<file path="src/source/sbox_pkg.sv">
// masked aes sbox definitions
package sbox_pkg;

    // two boolean shares throughout
    localparam int shares        = 2;
    localparam int and_count     = 34;
    // one fresh bit per masked and gate
    localparam int rand_width    = and_count;
    localparam int mid_in_width  = 21;
    localparam int mid_out_width = 18;

    typedef enum logic {
        DIR_FORWARD = 1'b0,
        DIR_INVERSE = 1'b1
    } sbox_dir_e;

    typedef logic [shares-1:0][7:0]               share_byte_t;
    typedef logic [shares-1:0][mid_in_width-1:0]  mid_in_t;
    typedef logic [shares-1:0][mid_out_width-1:0] mid_out_t;

    // sideband that follows each item down the pipe
    typedef struct packed {
        logic      valid;
        sbox_dir_e dir;
    } sbox_tag_t;

    typedef struct packed {
        logic        valid;
        sbox_dir_e   dir;
        share_byte_t data;
    } sbox_req_t;

    typedef struct packed {
        logic        valid;
        share_byte_t data;
    } sbox_rsp_t;

endpackage

</file>
<file path="src/source/dom_and.sv">
// two share masked and gate
`timescale 1ns/1ps

module dom_and (
    input  logic                        g_clk,
    input  logic                        rst_n,
    input  logic                        en,
    input  logic                        flush,
    input  logic [sbox_pkg::shares-1:0] a,
    input  logic [sbox_pkg::shares-1:0] b,
    input  logic                        rand_bit,
    output logic [sbox_pkg::shares-1:0] y
);

    logic [sbox_pkg::shares-1:0] inner_d;
    logic [sbox_pkg::shares-1:0] inner_q;
    logic [sbox_pkg::shares-1:0] cross_d;
    logic [sbox_pkg::shares-1:0] cross_q;

    always_comb begin
        inner_d = a & b;
        // cross terms land in opposite domains, hidden by the same fresh bit
        cross_d[0] = (a[0] & b[1]) ^ rand_bit;
        cross_d[1] = (a[1] & b[0]) ^ rand_bit;
    end

    // register before recombining, stops glitches reaching across domains
    always_ff @(posedge g_clk or negedge rst_n) begin
        if (!rst_n) begin
            inner_q <= '0;
            cross_q <= '0;
        end else if (flush) begin
            inner_q <= '0;
            cross_q <= '0;
        end else if (en) begin
            inner_q <= inner_d;
            cross_q <= cross_d;
        end
    end

    assign y = inner_q ^ cross_q;

endmodule

</file>
<file path="src/source/sbox_decode.sv">
// sbox top linear layers
`timescale 1ns/1ps

module sbox_decode (
    input  sbox_pkg::share_byte_t data,
    input  sbox_pkg::sbox_dir_e   dir,
    output sbox_pkg::mid_in_t     mid
);

    // forward aes top layer, 8 bits in, 21 bits out
    function automatic logic [20:0] fwd_top(input logic [7:0] x);
        logic [20:0] y;
        logic        t0;
        logic        t1;
        logic        t2;
        logic        t3;
        logic        t4;
        logic        t5;
        t0    = x[3] ^ x[1];
        t1    = x[6] ^ x[5];
        t2    = x[6] ^ x[2];
        t3    = x[5] ^ x[2];
        t4    = x[4] ^ x[0];
        t5    = x[1] ^ x[0];
        y[0]  = x[0];
        y[1]  = x[7] ^ x[4];
        y[2]  = x[7] ^ x[2];
        y[3]  = x[7] ^ x[1];
        y[4]  = x[4] ^ x[2];
        y[5]  = y[1] ^ t0;
        y[6]  = x[0] ^ y[5];
        y[7]  = x[0] ^ t1;
        y[8]  = y[5] ^ t1;
        y[9]  = y[3] ^ y[4];
        y[10] = y[5] ^ t2;
        y[11] = t0 ^ t2;
        y[12] = t0 ^ t3;
        y[13] = y[7] ^ y[12];
        y[14] = t1 ^ t4;
        y[15] = y[1] ^ y[14];
        y[16] = t1 ^ t5;
        y[17] = y[2] ^ y[16];
        y[18] = y[2] ^ y[8];
        y[19] = y[15] ^ y[13];
        y[20] = y[1] ^ t3;
        return y;
    endfunction

    // inverse layer; c set on share 0 only, so each xnor flips the value once
    function automatic logic [20:0] inv_top(input logic [7:0] x, input logic c);
        logic [20:0] y;
        logic        t0;
        logic        t1;
        logic        t2;
        logic        t3;
        logic        t4;
        t0    = x[1] ^ x[0];
        t1    = x[6] ^ x[1];
        t2    = x[5] ^ x[2] ^ c;
        t3    = x[2] ^ x[1] ^ c;
        t4    = x[5] ^ x[3] ^ c;
        y[17] = x[7] ^ x[4];
        y[16] = x[6] ^ x[4] ^ c;
        y[2]  = x[7] ^ x[6] ^ c;
        y[1]  = x[4] ^ x[3];
        y[18] = x[3] ^ x[0] ^ c;
        y[6]  = x[6] ^ y[17] ^ c;
        y[14] = y[16] ^ t0;
        y[7]  = x[0] ^ y[1] ^ c;
        y[8]  = y[2] ^ y[18];
        y[9]  = y[2] ^ t0;
        y[3]  = y[1] ^ t0;
        y[19] = x[5] ^ y[1] ^ c;
        y[13] = x[5] ^ y[14] ^ c;
        y[15] = y[18] ^ t1;
        y[4]  = x[3] ^ y[6];
        y[5]  = y[16] ^ t2;
        y[12] = t1 ^ t4;
        y[20] = y[1] ^ t3;
        y[11] = y[8] ^ y[20];
        y[10] = y[8] ^ t3;
        y[0]  = x[7] ^ t2;
        return y;
    endfunction

    always_comb begin
        for (int s = 0; s < sbox_pkg::shares; s++) begin
            if (dir == sbox_pkg::DIR_INVERSE) begin
                mid[s] = inv_top(data[s], s == 0);
            end else begin
                mid[s] = fwd_top(data[s]);
            end
        end
    end

endmodule

</file>
<file path="src/source/sbox_gf_inverse.sv">
// masked gf(2^8) inversion core
`timescale 1ns/1ps

module sbox_gf_inverse (
    input  logic                            g_clk,
    input  logic                            rst_n,
    input  logic                            en,
    input  logic                            flush,
    input  logic [sbox_pkg::rand_width-1:0] rand_bits,
    input  sbox_pkg::mid_in_t               mid_in,
    input  sbox_pkg::sbox_tag_t             tag_in,
    output sbox_pkg::mid_out_t              mid_out,
    output sbox_pkg::sbox_tag_t             tag_out
);

    typedef logic [sbox_pkg::shares-1:0] sh_t;
    typedef sh_t [sbox_pkg::mid_in_width-1:0] xbits_t;

    // bit-major view, one share pair per top-layer bit
    function automatic xbits_t bit_major(input sbox_pkg::mid_in_t m);
        xbits_t r;
        for (int i = 0; i < sbox_pkg::mid_in_width; i++) begin
            for (int s = 0; s < sbox_pkg::shares; s++) begin
                r[i][s] = m[s][i];
            end
        end
        return r;
    endfunction

    sh_t [sbox_pkg::and_count-1:0]     and_a;
    sh_t [sbox_pkg::and_count-1:0]     and_b;
    sh_t [sbox_pkg::and_count-1:0]     and_y;
    sh_t [sbox_pkg::mid_out_width-1:0] ys;
    xbits_t                            xs0;
    xbits_t                            xs1;
    xbits_t                            xs3;
    sbox_pkg::mid_in_t                 x_d1;
    sbox_pkg::mid_in_t                 x_d2;
    sbox_pkg::mid_in_t                 x_d3;
    sbox_pkg::sbox_tag_t [3:0]         tag_q;

    // layer outputs
    sh_t t1, t2, t4, t6, t7, t9, t11, t12, t14;
    sh_t t25, t31, t34, t29, t30, t32, t35;
    // xor network terms
    sh_t t0, t3, t5, t8, t10, t13, t15, t16, t17, t18, t19;
    sh_t t20, t21, t22, t23, t24, t26, t27, t28;
    sh_t t37, t38, t39, t40, t41, t42, t43, t44, t45;
    // alignment copies
    sh_t t21_q2, t23_q2, t24_q2, t27_q2;
    sh_t t21_q3, t23_q3, t33_q3, t36_q3;

    assign xs0 = bit_major(mid_in);
    assign xs1 = bit_major(x_d1);
    assign xs3 = bit_major(x_d3);

    // gates 0-8 layer 1, 9-11 layer 2, 12-15 layer 3, 16-33 layer 4
    assign and_a = {t43, t39, t40, t44, t41, t45, t42, t37, t38,
                    t43, t39, t40, t44, t41, t45, t42, t37, t38,
                    t24_q2, t27_q2, t26, t28,
                    t21, t20, t22,
                    xs0[2], xs0[4], xs0[1], xs0[15], xs0[16],
                    xs0[3], xs0[14], xs0[17], xs0[9]};
    assign and_b = {xs3[12], xs3[0], xs3[6], xs3[5], xs3[2], xs3[4], xs3[1], xs3[15], xs3[16],
                    xs3[3], xs3[14], xs3[17], xs3[9], xs3[8], xs3[20], xs3[11], xs3[13], xs3[7],
                    t34, t31, t24_q2, t27_q2,
                    t22, t23, t20,
                    xs0[8], xs0[20], xs0[11], xs0[13], xs0[7],
                    xs0[12], xs0[0], xs0[6], xs0[5]};

    for (genvar g = 0; g < sbox_pkg::and_count; g++) begin : gen_and
        dom_and u_dom_and (
            .g_clk    (g_clk),
            .rst_n    (rst_n),
            .en       (en),
            .flush    (flush),
            .a        (and_a[g]),
            .b        (and_b[g]),
            .rand_bit (rand_bits[g]),
            .y        (and_y[g])
        );
    end

    assign {t14, t12, t11, t9, t7, t6, t4, t2, t1} = and_y[8:0];
    assign {t34, t31, t25} = and_y[11:9];
    assign {t35, t32, t30, t29} = and_y[15:12];
    assign ys = and_y[sbox_pkg::and_count-1:sbox_pkg::and_count-sbox_pkg::mid_out_width];

    always_comb begin
        // after layer 1
        t0  = xs1[3] ^ xs1[12];
        t3  = xs1[10] ^ t1;
        t5  = t4 ^ t1;
        t8  = t0 ^ t6;
        t10 = t9 ^ t6;
        t13 = t12 ^ t11;
        t15 = t14 ^ t11;
        t16 = t3 ^ t2;
        t17 = t5 ^ xs1[18];
        t18 = t8 ^ t7;
        t19 = t10 ^ t15;
        t20 = t16 ^ t13;
        t21 = t17 ^ t15;
        t22 = t18 ^ t13;
        t23 = t19 ^ xs1[19];
        t24 = t22 ^ t23;
        t27 = t20 ^ t21;
        // after layer 2
        t26 = t21_q2 ^ t25;
        t28 = t23_q2 ^ t25;
        // after layer 3
        t37 = t21_q3 ^ t29;
        t38 = t32 ^ t33_q3;
        t39 = t23_q3 ^ t30;
        t40 = t35 ^ t36_q3;
        t41 = t38 ^ t40;
        t42 = t37 ^ t39;
        t43 = t37 ^ t38;
        t44 = t39 ^ t40;
        t45 = t42 ^ t41;
    end

    // linear terms ride alongside the and layers
    always_ff @(posedge g_clk) begin
        if (en) begin
            x_d1   <= mid_in;
            x_d2   <= x_d1;
            x_d3   <= x_d2;
            t21_q2 <= t21;
            t23_q2 <= t23;
            t24_q2 <= t24;
            t27_q2 <= t27;
            t21_q3 <= t21_q2;
            t23_q3 <= t23_q2;
            t33_q3 <= t27_q2 ^ t25;
            t36_q3 <= t24_q2 ^ t25;
        end
    end

    always_ff @(posedge g_clk or negedge rst_n) begin
        if (!rst_n) begin
            tag_q <= '0;
        end else if (flush) begin
            tag_q <= '0;
        end else if (en) begin
            tag_q <= {tag_q[2:0], tag_in};
        end
    end

    assign tag_out = tag_q[3];

    always_comb begin
        for (int i = 0; i < sbox_pkg::mid_out_width; i++) begin
            for (int s = 0; s < sbox_pkg::shares; s++) begin
                mid_out[s][i] = ys[i][s];
            end
        end
    end

    flush_empties_pipe: assert property (
        @(posedge g_clk) disable iff (!rst_n) flush |=> !tag_out.valid);

    reset_empties_pipe: assert property (
        @(posedge g_clk) $rose(rst_n) |-> !tag_out.valid);

endmodule

</file>
<file path="src/source/sbox_result.sv">
// sbox bottom linear layers
`timescale 1ns/1ps

module sbox_result (
    input  sbox_pkg::mid_out_t  mid,
    input  sbox_pkg::sbox_tag_t tag,
    output sbox_pkg::sbox_rsp_t rsp
);

    // forward aes bottom layer, c complements share 0 only
    function automatic logic [7:0] fwd_bot(input logic [17:0] x, input logic c);
        logic [29:0] t;
        logic [7:0]  y;
        t[0]  = x[11] ^ x[12];
        t[1]  = x[0] ^ x[6];
        t[2]  = x[14] ^ x[16];
        t[3]  = x[15] ^ x[5];
        t[4]  = x[4] ^ x[8];
        t[5]  = x[17] ^ x[11];
        t[6]  = x[12] ^ t[5];
        t[7]  = x[14] ^ t[3];
        t[8]  = x[1] ^ x[9];
        t[9]  = x[2] ^ x[3];
        t[10] = x[3] ^ t[4];
        t[11] = x[10] ^ t[2];
        t[12] = x[16] ^ x[1];
        t[13] = x[0] ^ t[0];
        t[14] = x[2] ^ x[11];
        t[15] = x[5] ^ t[1];
        t[16] = x[6] ^ t[0];
        t[17] = x[7] ^ t[1];
        t[18] = x[8] ^ t[8];
        t[19] = x[13] ^ t[4];
        t[20] = t[0] ^ t[1];
        t[21] = t[1] ^ t[7];
        t[22] = t[3] ^ t[12];
        t[23] = t[18] ^ t[2];
        t[24] = t[15] ^ t[9];
        t[25] = t[6] ^ t[10];
        t[26] = t[7] ^ t[9];
        t[27] = t[8] ^ t[10];
        t[28] = t[11] ^ t[14];
        t[29] = t[11] ^ t[17];
        y[0]  = t[6] ^ t[23] ^ c;
        y[1]  = t[13] ^ t[27] ^ c;
        y[2]  = t[25] ^ t[29];
        y[3]  = t[20] ^ t[22];
        y[4]  = t[6] ^ t[21];
        y[5]  = t[19] ^ t[28] ^ c;
        y[6]  = t[16] ^ t[26] ^ c;
        y[7]  = t[6] ^ t[24];
        return y;
    endfunction

    // inverse bottom layer, purely linear
    function automatic logic [7:0] inv_bot(input logic [17:0] x);
        logic [28:0] t;
        logic [7:0]  y;
        t[0]  = x[2] ^ x[11];
        t[1]  = x[8] ^ x[9];
        t[2]  = x[4] ^ x[12];
        t[3]  = x[15] ^ x[0];
        t[4]  = x[16] ^ x[6];
        t[5]  = x[14] ^ x[1];
        t[6]  = x[17] ^ x[10];
        t[7]  = t[0] ^ t[1];
        t[8]  = x[0] ^ x[3];
        t[9]  = x[5] ^ x[13];
        t[10] = x[7] ^ t[4];
        t[11] = t[0] ^ t[3];
        t[12] = x[14] ^ x[16];
        t[13] = x[17] ^ x[1];
        t[14] = x[17] ^ x[12];
        t[15] = x[4] ^ x[9];
        t[16] = x[7] ^ x[11];
        t[17] = x[8] ^ t[2];
        t[18] = x[13] ^ t[5];
        t[19] = t[2] ^ t[3];
        t[20] = t[4] ^ t[6];
        t[21] = t[2] ^ t[7];
        t[22] = t[7] ^ t[8];
        t[23] = t[5] ^ t[7];
        t[24] = t[6] ^ t[10];
        t[25] = t[9] ^ t[11];
        t[26] = t[10] ^ t[18];
        t[27] = t[11] ^ t[24];
        t[28] = t[15] ^ t[20];
        y[0]  = t[9] ^ t[16];
        y[1]  = t[14] ^ t[22];
        y[2]  = t[19] ^ t[23];
        y[3]  = t[22] ^ t[26];
        y[4]  = t[12] ^ t[21];
        y[5]  = t[17] ^ t[27];
        y[6]  = t[25] ^ t[28];
        y[7]  = t[13] ^ t[21];
        return y;
    endfunction

    always_comb begin
        rsp.valid = tag.valid;
        for (int s = 0; s < sbox_pkg::shares; s++) begin
            if (tag.dir == sbox_pkg::DIR_INVERSE) begin
                rsp.data[s] = inv_bot(mid[s]);
            end else begin
                rsp.data[s] = fwd_bot(mid[s], s == 0);
            end
        end
    end

    // valid output must be fully resolved in both shares
    always_comb begin
        if (rsp.valid) begin
            assert final (!$isunknown(rsp.data))
                else $error("unknown bits on a valid sbox response");
        end
    end

endmodule

</file>
<file path="src/source/masked_sbox.sv">
// masked aes sbox top level
`timescale 1ns/1ps

module masked_sbox (
    input  logic                            g_clk,
    input  logic                            rst_n,
    input  logic                            en,
    input  logic                            flush,
    input  sbox_pkg::sbox_req_t             req,
    input  logic [sbox_pkg::rand_width-1:0] rand_bits,
    output sbox_pkg::sbox_rsp_t             rsp
);

    sbox_pkg::mid_in_t   mid_in;
    sbox_pkg::mid_out_t  mid_out;
    sbox_pkg::sbox_tag_t tag_in;
    sbox_pkg::sbox_tag_t tag_out;

    assign tag_in.valid = req.valid;
    assign tag_in.dir   = req.dir;

    sbox_decode u_decode (
        .data (req.data),
        .dir  (req.dir),
        .mid  (mid_in)
    );

    // four enabled cycles from here to the bottom layer
    sbox_gf_inverse u_gf_inverse (
        .g_clk     (g_clk),
        .rst_n     (rst_n),
        .en        (en),
        .flush     (flush),
        .rand_bits (rand_bits),
        .mid_in    (mid_in),
        .tag_in    (tag_in),
        .mid_out   (mid_out),
        .tag_out   (tag_out)
    );

    sbox_result u_result (
        .mid (mid_out),
        .tag (tag_out),
        .rsp (rsp)
    );

endmodule

</file>
<file path="config.mk">
export PLATFORM = sky130hd
export DESIGN_NAME = masked_sbox
export DESIGN_NICKNAME = d
export VERILOG_FILES = /design/src/source/sbox_pkg.sv /design/src/source/dom_and.sv /design/src/source/sbox_decode.sv /design/src/source/sbox_gf_inverse.sv /design/src/source/sbox_result.sv /design/src/source/masked_sbox.sv
export SDC_FILE = /design/constraint.sdc
export NUM_CORES = 1
export LEC_CHECK = 0
export ABC_AREA = 1
export BUFFER_PORTS_ARGS = -buffer_cell sky130_fd_sc_hd__buf_2
export CORE_ASPECT_RATIO = 0.7
export CORE_MARGIN = 4
export CORE_UTILIZATION = 50
export CTS_CLUSTER_DIAMETER = 40
export CTS_CLUSTER_SIZE = 10
export DETAILED_ROUTE_END_ITERATION = 12
export PLACE_DENSITY_LB_ADDON = 0.3
export RECOVER_POWER = 100
export SLEW_MARGIN = 30
export SYNTH_ARGS = -nofsm -noshare
export SYNTH_HDL_FRONTEND = slang
export SYNTH_SLANG_ARGS = --single-unit
</file>
<file path="constraint.sdc">
create_clock -name g_clk -period 5.79 [get_ports g_clk]
set_clock_uncertainty 0.05 [all_clocks]
set_input_delay 1.4475 -clock g_clk [delete_from_list [all_inputs] [get_ports g_clk]]
set_output_delay 1.4475 -clock g_clk [all_outputs]
set_load 0.01 [all_outputs]
</file>
==> summary.txt, run 1 <==
status - finished, violations left
failing checks - max-capacitance violations, max-slew violations
final critical-path required period - 4.47 ns
DRC Markers - 0
register clock-pin slew on the reported worst setup and hold paths - 0.06 ns
Netlist Area Pre-Place - 16600 sq um
CTS sink count - 274
Required @ worst endpoint - 6.16 ns
clk_lat worst skew - 0.50 ns
max-slew violations - 156
fin nets - 2213
H-tree depth - 2
syn_area_per_cell - 7.91 sq um
max_cap viols - 3
area grow syn2layout - 9.55%
first-pass GRT wire length - 73.4 mm
RePlAce Congestion - 0.970
FP Rows - 55
maximum fanout along the worst path - 64
share of the synthesized area in the top cell type - 23.5%
maximum VDD drop - 0.000263 V
synthesized flop and latch total - 274
routed vias/inst - 5.53
family with the most delay on the worst path - buffers and inverters
Synth top cells by count - nand2_1, nand3_1, inv_1, dfrtp_1, edfxtp_1
setup TNS - 0 ns
hold_buf cts - 0
grt total ovfl - 0
crit share post-route - 77.3%
crit path DAT - 4.84 ns
leading area contributor after synthesis - edfxtp_1
worst-path cell chain - clkbuf_1, inv_1, nor2_1, buf_4, o21ai_0, o21ai_1
critical setup path kind - in2reg
Vias - 14421
Initial DRC Count - 1803
pin count of the biggest net entering global routing - 91
CTS tree - built
Hold Fails Final Rpt - 0
Synth area leaders - edfxtp_1, dfrtp_1, nand2_1
initial antenna violation count - 0
Placeable Area - 32600 sq um
Die W - 226 um
synthesized instance count - 2097
Final Setup Violations - 0
sequential fraction of the synthesis area - 45.2%
Post-synth EDFFs - 130
share of flip-flops with an asynchronous set or reset - 52.6%
post-CTS setup buffer count - 0
RSZ-0062 raised after global routing - no
Max Buffers Root-to-Sink - 3
Power Density - 406 nW/um^2
I/O Buffers - 72
Critical Path Max Stage Delay - 1.91 ns
diodes inserted - 0
Worst Tran Pin Value - 2.75 ns
Worst slew margin - -83.3%
layout cells sized above 1 - 8.44%
final core occ - 55.9%
leakage power - 8.92 nW
post_cts resized - 0
CP Buf/Inv Count - 3
gr usage total - 25.4%
Num CTS Buffers - 35
Setup crit end kind - register
hold_ws - 0.362 ns
post-DP HPWL - 34.8 mm
top_reg_cell synth - dfrtp_1
final wirelength - 45.9 mm
Max Freq - 223 MHz
Hold WC Path Type - reg2reg
Yosys Warn Count - 0
Die Y - 160 um
drt pass-1 iters - 7
antenna-violating nets left - 0
full die area - 36200 sq um
count of cell types in the netlist - 43
routed len/inst - 17.6 um
vias in the first global route - 13545
crit start category - input port
clock root buffer - clkbuf_16
io pins - 73
Initial Utilization - 51.0%
net count of the mapped netlist - 2153
CP max-delay cell - clkbuf_1
cell with the most instances after synthesis - nand2_1
## final timing paths
path | startpoint | to | slack, ns | depth (start not counted)
max in group asynchronous | rst_n | u_gf_inverse.gen_and[3].u_dom_and.cross_q[1]$_DFFE_PN0P_ | 1.69 | 3
setup / recovery | en | u_gf_inverse.gen_and[4].u_dom_and.cross_q[0]$_DFFE_PN0P_ | 1.32 | 6
min in group asynchronous | rst_n | u_gf_inverse.gen_and[12].u_dom_and.inner_q[1]$_DFFE_PN0P_ | 1.20 | 1
hold reg to reg | u_gf_inverse.x_d1[37]$_DFFE_PP_ | u_gf_inverse.x_d2[37]$_DFFE_PP_ | 0.36 | 0
hold / removal | u_gf_inverse.x_d1[37]$_DFFE_PP_ | u_gf_inverse.x_d2[37]$_DFFE_PP_ | 0.36 | 0
setup reg to reg | u_gf_inverse.gen_and[14].u_dom_and.inner_q[0]$_DFFE_PN0P_ | u_gf_inverse.gen_and[19].u_dom_and.cross_q[0]$_DFFE_PN0P_ | 3.55 | 12
## through the flow
stage / cell area (sq um) / instances / setup slack, ns / power, mW
after floorplan: 16600 / 2097 / 2.87 / 4.58
final: 18200 / 2608 / 1.32 / 7.38
after CTS: 18300 / 2607 / 1.84 / 7.38
after global placement: 17300 / 2546 / 2.35 / 5.38
after global routing: 18200 / 2608 / 0.954 / 7.89
after detailed placement: 17300 / 2546 / 2.35 / 5.45
## worst register-to-register path, stage by stage, from the launching register on
cell and delay, ns:
dfrtp_1 0.38, inv_1 0.07, nand2_1 0.07, nand3_1 0.08
nand2_1 0.29, inv_1 0.37, nand2_1 0.09, nand2_1 0.22
nand2_1 0.11, nand2_2 0.15, nand3_1 0.10, nand3_1 0.09
nand2_1 0.06
## layer usage
metal | global-route usage, % | share of wire [%]
met1 | 40.5 | 46
met2 | 36.5 | 42
met3 | 4.79 | 11
met4 | 4.03 | 1.3
met5 | 0 | 0
## placed cells by master (no fill, tap or decap), types with 4 or more instances in the layout
master,count
nor2_1,28
xor2_1,85
inv_2,9
nand2_2,36
dfrtp_1,144
nand2_1,857
o21ai_0,93
a21oi_1,27
clkbuf_1,35
o21ai_2,4
nand3b_1,13
xnor2_2,10
nand3_1,232
xor2_2,9
a32o_1,36
clkbuf_16,35
edfxtp_1,130
o22ai_1,15
xnor2_1,76
nand4_1,7
buf_4,6
o32ai_1,11
inv_1,190
buf_2,57
## registers in the layout, summed over array words and instances (netlist names), 6 cells and up
name and count:
u_gf_inverse.gen_and.u_dom_and.inner_q 68, u_gf_inverse.and_b 36, u_gf_inverse.gen_and.u_dom_and.cross_q 68, u_gf_inverse.x_d1 42
u_gf_inverse.tag_q 6, u_gf_inverse.x_d2 36
## final cells by class
cell class,instances,area [sq um]
clock buffer,55,961
clock inverter,6,40.0
fill,2923,14400
inverter,202,761
multi-input combinational,1563,7970
sequential,274,7510
tap,427,534
timing repair buffer,81,407
## cell families after synthesis
family	after synthesis	share of synthesized area (%)
xor+xnor	182	10.8
buf+inv	260	6.45
flops	274	45.2
simple gates	1188	30.0
mux	1	0.0603
compound gates	192	7.47
## power by group
group,switching (mW),total [mW],internal [mW],leakage [nW]
sequential,0.187,2.51,2.32,3.21
clock,0.782,1.92,1.14,0.484
combinational,2.03,2.95,0.920,5.22
total,3.00,7.38,4.38,8.92
Note: power is estimated with default switching activity, not from simulation.
==> run 2: changes to the inputs <==
==> constraint.sdc (replaced) <==
create_clock -name g_clk -period 4.22 [get_ports g_clk]
set_clock_uncertainty 0.05 [all_clocks]
set_input_delay 1.055 -clock g_clk [delete_from_list [all_inputs] [get_ports g_clk]]
set_output_delay 1.055 -clock g_clk [all_outputs]
set_load 0.01 [all_outputs]
==> summary.txt, run 2 (synthesis results as in run 1) <==
total area of sequential cells - 7510 sq um
Placeable Area - 32600 sq um
first-pass GRT wire length - 73.3 mm
post_cts resized - 0
vias in the first global route - 13432
drt pass-1 iters - 6
clock root buffer - clkbuf_16
pre-CTS worst setup slack - 1.18 ns
commonest cells after routing, fill and taps aside - nand2_1, nand3_1, inv_1
final critical-path required period - 3.70 ns
layout cells sized above 1 - 8.83%
CTS sink count - 274
worst-path cell chain - xnor2_1, nand2_1, nand2_1, inv_1, nand2_1, nand2_1, nand2_1, nand2_1, nand2_1, nand3_1, nand2_1, clkbuf_1
commonest non-fill, non-tap cell in the layout - nand2_1
Final Setup Violations - 0
post-DP HPWL - 35.3 mm
Worst Tran Pin Value - 2.93 ns
cell mode on critical path - nand2_1
max-slew violations - 258
Worst slew margin - -95.1%
Vias - 14423
Max Freq - 270 MHz
final wirelength - 46.7 mm
Initial DRC Count - 1608
Critical Path Max Stage Delay - 0.56 ns
GR Util met3 - 5.17%
Num CTS Buffers - 35
crit path DAT - 2.59 ns
Filler cells - 2979
clk_lat worst skew - 0.53 ns
hold_buf cts - 0
failing checks - max-capacitance violations, max-slew violations
met2 usage - 37.1%
post-CTS setup buffer count - 0
pin count of the biggest net entering global routing - 132
status - finished, violations left
Setup crit end kind - output pin
met1 Usage GRT - 40.1%
CP Buf/Inv Count - 2
Hold Fails Final Rpt - 0
RePlAce Congestion - 1.00
crit share post-route - 87.7%
io pins - 73
H-tree depth - 2
Final Worst Setup Slack - 0.520 ns
Power Density - 564 nW/um^2
maximum VDD drop - 0.000425 V
FP Rows - 55
Die Y - 160 um
Max Buffers Root-to-Sink - 3
gr usage total - 25.6%
GR peak layer - met1
antenna-violating nets left - 0
grt total ovfl - 0
Die W - 226 um
Largest regs - u_gf_inverse.gen_and.u_dom_and.cross_q x68, u_gf_inverse.gen_and.u_dom_and.inner_q x68, u_gf_inverse.x_d1 x42
diodes inserted - 0
critical setup path kind - reg2out
crit start category - register
area of the multi-input gates - 7990 sq um
Hold WC Path Type - reg2reg
family with the most delay on the worst path - simple AND/OR/NAND/NOR gates
Required @ worst endpoint - 3.12 ns
initial antenna violation count - 0
routed len/inst - 17.9 um
full die area - 36200 sq um
Initial Utilization - 51.0%
setup TNS - 0 ns
fin nets - 2215
RSZ-0062 raised after global routing - no
routed vias/inst - 5.52
max_cap viols - 3
CTS tree - built
area grow syn2layout - 10.2%
DRC Markers - 0
CP max-delay cell - xnor2_1
leakage power - 8.97 nW
maximum fanout along the worst path - 5
register clock-pin slew on the reported worst setup and hold paths - 0.06 ns
I/O Buffers - 72
==> run 2: cell types whose count changed in the layout (fill, tap and decap cells not counted), sizes merged <==
| cell | before | now |
|---|---|---|
| clkinv | 6 | 4 |
| buf | 64 | 67 |
| clkbuf | 72 | 75 |
| clkinvlp | 0 | 1 |
==> run 2: path summary, 6_finish.rpt <==
check | startpoint | to | slack, ns | depth (start not counted)
worst max-delay path | u_gf_inverse.gen_and[25].u_dom_and.inner_q[1]$_DFFE_PN0P_ | rsp[11] | 0.52 | 12
worst min-delay path | u_gf_inverse.x_d2[27]$_DFFE_PP_ | u_gf_inverse.and_b[63]$_DFFE_PP_ | 0.36 | 0
worst max register to register | u_gf_inverse.t33_q3[0]$_DFFE_PP_ | u_gf_inverse.gen_and[19].u_dom_and.cross_q[0]$_DFFE_PN0P_ | 2.08 | 13
worst min register to register | u_gf_inverse.x_d2[27]$_DFFE_PP_ | u_gf_inverse.and_b[63]$_DFFE_PP_ | 0.36 | 0
max in group asynchronous | rst_n | u_gf_inverse.gen_and[5].u_dom_and.cross_q[0]$_DFFE_PN0P_ | 1.43 | 1
min in group asynchronous | rst_n | u_gf_inverse.gen_and[15].u_dom_and.inner_q[0]$_DFFE_PN0P_ | 1.19 | 1
==> run 2: through the flow <==
| step | cell area (sq um) | instances | utilization, % | power (mW) | hold WS (ns) |
|---|---|---|---|---|---|
| after floorplan | 16600 | 2097 | - | 6.28 | 0.350 |
| after global placement | 17300 | 2549 | 53.2 | 7.43 | 0.353 |
| after detailed placement | 17300 | 2549 | 53.2 | 7.52 | 0.355 |
| after CTS | 18400 | 2613 | 56.5 | 10.3 | 0.359 |
| after global routing | 18300 | 2613 | 56.2 | 11.0 | 0.369 |
| final | 18300 | 2613 | 56.2 | 10.3 | 0.355 |
==> run 2: power breakdown <==
part	internal, mW	switching [mW]	total (mW)
registers	3.19	0.247	3.44
clock network	1.65	1.13	2.78
logic	1.27	2.82	4.09
total	6.11	4.20	10.3
==> run 2: area by class of cell <==
cell class	count	share of cell area, %
multi-input combinational	1563	43.7
timing repair buffer	83	2.37
inverter	202	4.16
tap	427	2.92
clock buffer	59	5.56
clock inverter	5	0.274
sequential	274	41.0
==> run 2: worst register-to-register path, stage by stage (launching register included) <==
cell and delay (ns):
edfxtp_1 0.40, inv_1 0.07, nand2_1 0.06, nand3_1 0.08, nand2_1 0.25, inv_1 0.34
nand2_1 0.13, nand2_1 0.16, nand2_1 0.08, nand2_2 0.15, nand2_1 0.08, nand2_1 0.07
nand3_1 0.07, nand2_1 0.10
==> run 2: per-layer routing <==
layer  vias up  routed length (um)
li1       6940                   -
met2       588               19700
met3        50                4360
met5         -                   0
met1      6845               22100
met4         0                 619
==> run 3: changes to the inputs <==
--- a/config.mk
+++ b/config.mk
@@ -18,4 +18,5 @@
 export SLEW_MARGIN = 30
 export SYNTH_ARGS = -nofsm -noshare
 export SYNTH_HDL_FRONTEND = slang
+export SYNTH_HIERARCHICAL = 1
 export SYNTH_SLANG_ARGS = --single-unit
==> summary.txt, run 3 <==
pin count of the biggest net entering global routing - 90
Sw Pwr - 4.50 mW
Filler cells - 3092
Worst slew margin - -57.3%
post-CTS setup buffer count - 0
Synth area leaders - nand2_1, edfxtp_1, dfrtp_1
H-tree depth - 2
I/O Buffers - 72
Max Freq - 260 MHz
synthesized instance count - 2345
crit start category - register
share of the synthesized area in the top cell type - 22.7%
DRC Markers - 0
Die W - 230 um
sequential fraction of the synthesis area - 43.4%
CTS tree - built
cell internal pwr - 6.44 mW
Setup crit end kind - output pin
final wirelength - 44.7 mm
failing checks - max-capacitance violations, max-slew violations
Netlist Area Pre-Place - 17300 sq um
RePlAce Congestion - 0.997
clk_lat worst skew - 0.52 ns
Tot Pwr - 10.9 mW
register clock-pin slew on the reported worst setup and hold paths - 0.05 ns
syn_area_per_cell - 7.37 sq um
status - finished, violations left
first-pass GRT wire length - 72.0 mm
placed insts - 2856
antenna-violating nets left - 0
commonest cells after routing, fill and taps aside - nand2_1, nand3_1, inv_1
leakage power - 9.84 nW
Largest regs - u_gf_inverse/gen_and.u_dom_and/cross_q x68, u_gf_inverse/gen_and.u_dom_and/inner_q x68, u_gf_inverse/x_d1 x42
post-DP HPWL - 33.6 mm
RSZ-0062 raised after global routing - no
post_cts resized - 0
FP Rows - 56
layout cells sized above 1 - 10.0%
fin nets - 2486
Die Y - 164 um
max_cap viols - 2
crit path DAT - 2.74 ns
Final Setup Violations - 0
clock power share - 26.2%
share of flip-flops with an asynchronous set or reset - 52.6%
CTS sink count - 274
Placeable Area - 33800 sq um
Required @ worst endpoint - 3.12 ns
Num CTS Buffers - 36
count of cell types in the netlist - 37
routed len/inst - 15.3 um
critical setup path kind - reg2out
Worst Tran Pin Value - 2.36 ns
io pins - 73
Gate power share - 42.6%
gr usage total - 23.5%
setup TNS - 0 ns
Post-synth EDFFs - 130
Layout Cells excl Fill - 2921
vias in the first global route - 14119
Power Density - 573 nW/um^2
hold_buf cts - 0
crit share post-route - 91.2%
Initial Utilization - 51.2%
Initial DRC Count - 1424
fraction of power consumed by sequential logic - 31.2%
maximum VDD drop - 0.000229 V
leading area contributor after synthesis - nand2_1
initial antenna violation count - 2
drt pass-1 iters - 6
Max Buffers Root-to-Sink - 3
synthesized flop and latch total - 274
Hold Fails Final Rpt - 0
Yosys Warn Count - 6
r2r setup slk - 1.63 ns
cell with the most instances after synthesis - nand2_1
full die area - 37700 sq um
max-slew violations - 165
grt total ovfl - 0
sw frac - 41.1%
Hold WC Path Type - reg2reg
Vias - 15224
clock root buffer - clkbuf_16
final critical-path required period - 3.85 ns
routed vias/inst - 5.21
Synth top cells by count - nand2_1, nand3_1, inv_1, dfrtp_1, edfxtp_1
area grow syn2layout - 10.4%
net count of the mapped netlist - 2401
maximum fanout along the worst path - 6
commonest non-fill, non-tap cell in the layout - nand2_1
top_reg_cell synth - dfrtp_1
run 3: power groups by stage:
stage	registers [mW]	logic [mW]	clock network (mW)
after global routing	3.45	5.23	3.05
after CTS	3.41	4.65	2.92
after detailed placement	3.46	4.63	0
after floorplan	3.38	3.35	0
final	3.42	4.66	2.86
after global placement	3.44	4.53	0
run 3: area by class of cell:
type                       count  area (sq um)  area share [%]
timing repair buffer          84           493            2.58
clock inverter                 9           138           0.721
tap                          464           581            3.04
sequential                   274          7510            39.3
inverter                     245           927            4.86
antenna                        1          2.50          0.0131
clock buffer                  55           982            5.15
multi-input combinational   1789          8460            44.3
run 3: kinds of logic (layout without fill, tap and decap cells):
| group | count (synthesis) | in the layout | share of synthesized area, % |
|---|---|---|---|
| flip-flops | 274 | 274 | 43.4 |
| buffers and inverters | 282 | 393 | 7.01 |
| AO/OA/AOI/OAI | 137 | 137 | 4.07 |
| other | 0 | 1 | 0 |
| AND/OR/NAND/NOR | 1487 | 1487 | 36.5 |
| XOR/XNOR | 165 | 165 | 9.01 |
run 3: worst max-delay path, stage by stage (launching register included):
cell and delay [ns]:
dfrtp_1 0.39, xor2_1 0.61, inv_2 0.14, nand2_1 0.14
nand3_2 0.07, nand2_1 0.24, inv_2 0.10, nand2_2 0.10
nand2_1 0.07, nand2_1 0.07, nand3_1 0.06, nand2_1 0.08
clkbuf_1 0.15
run 3: per-stage QoR:
step / hold slack (ns) / instance area, sq um / setup slack [ns] / util [%]
final: 0.362 / 19100 / 0.371 / 56.5
after global routing: 0.370 / 19100 / 0.163 / 56.5
after CTS: 0.362 / 19200 / 0.491 / 57.0
after detailed placement: 0.355 / 18100 / 1.04 / 53.6
after global placement: 0.350 / 18100 / 1.01 / 53.6
after floorplan: 0.350 / 17300 / 1.60 / -
run 3: final timing paths:
path | startpoint | endpoint | cells past startpoint
setup / recovery | u_gf_inverse/gen_and[33].u_dom_and/cross_q[1]$_DFFE_PN0P_ | rsp[12] | 12
hold / removal | u_gf_inverse/x_d2[28]$_DFFE_PP_ | u_gf_inverse/and_b[33]$_DFFE_PP_ | 0
setup reg to reg | u_gf_inverse/gen_and[13].u_dom_and/cross_q[1]$_DFFE_PN0P_ | u_gf_inverse/gen_and[19].u_dom_and/cross_q[1]$_DFFE_PN0P_ | 9
hold reg to reg | u_gf_inverse/x_d2[28]$_DFFE_PP_ | u_gf_inverse/and_b[33]$_DFFE_PP_ | 0
max in group asynchronous | rst_n | u_gf_inverse/gen_and[9].u_dom_and/cross_q[0]$_DFFE_PN0P_ | 1
min in group asynchronous | rst_n | u_gf_inverse/gen_and[26].u_dom_and/cross_q[0]$_DFFE_PN0P_ | 1
run 3: routing by layer:
metal  track usage (%)  part of all wire, %  vias to the layer above
met5                 0                0.029                        -
met4              7.06                  2.6                        2
met3              3.96                  6.4                       75
met2              37.3                   44                      490
met1              33.4                   47                     7060
li1                  -                    -                     7597
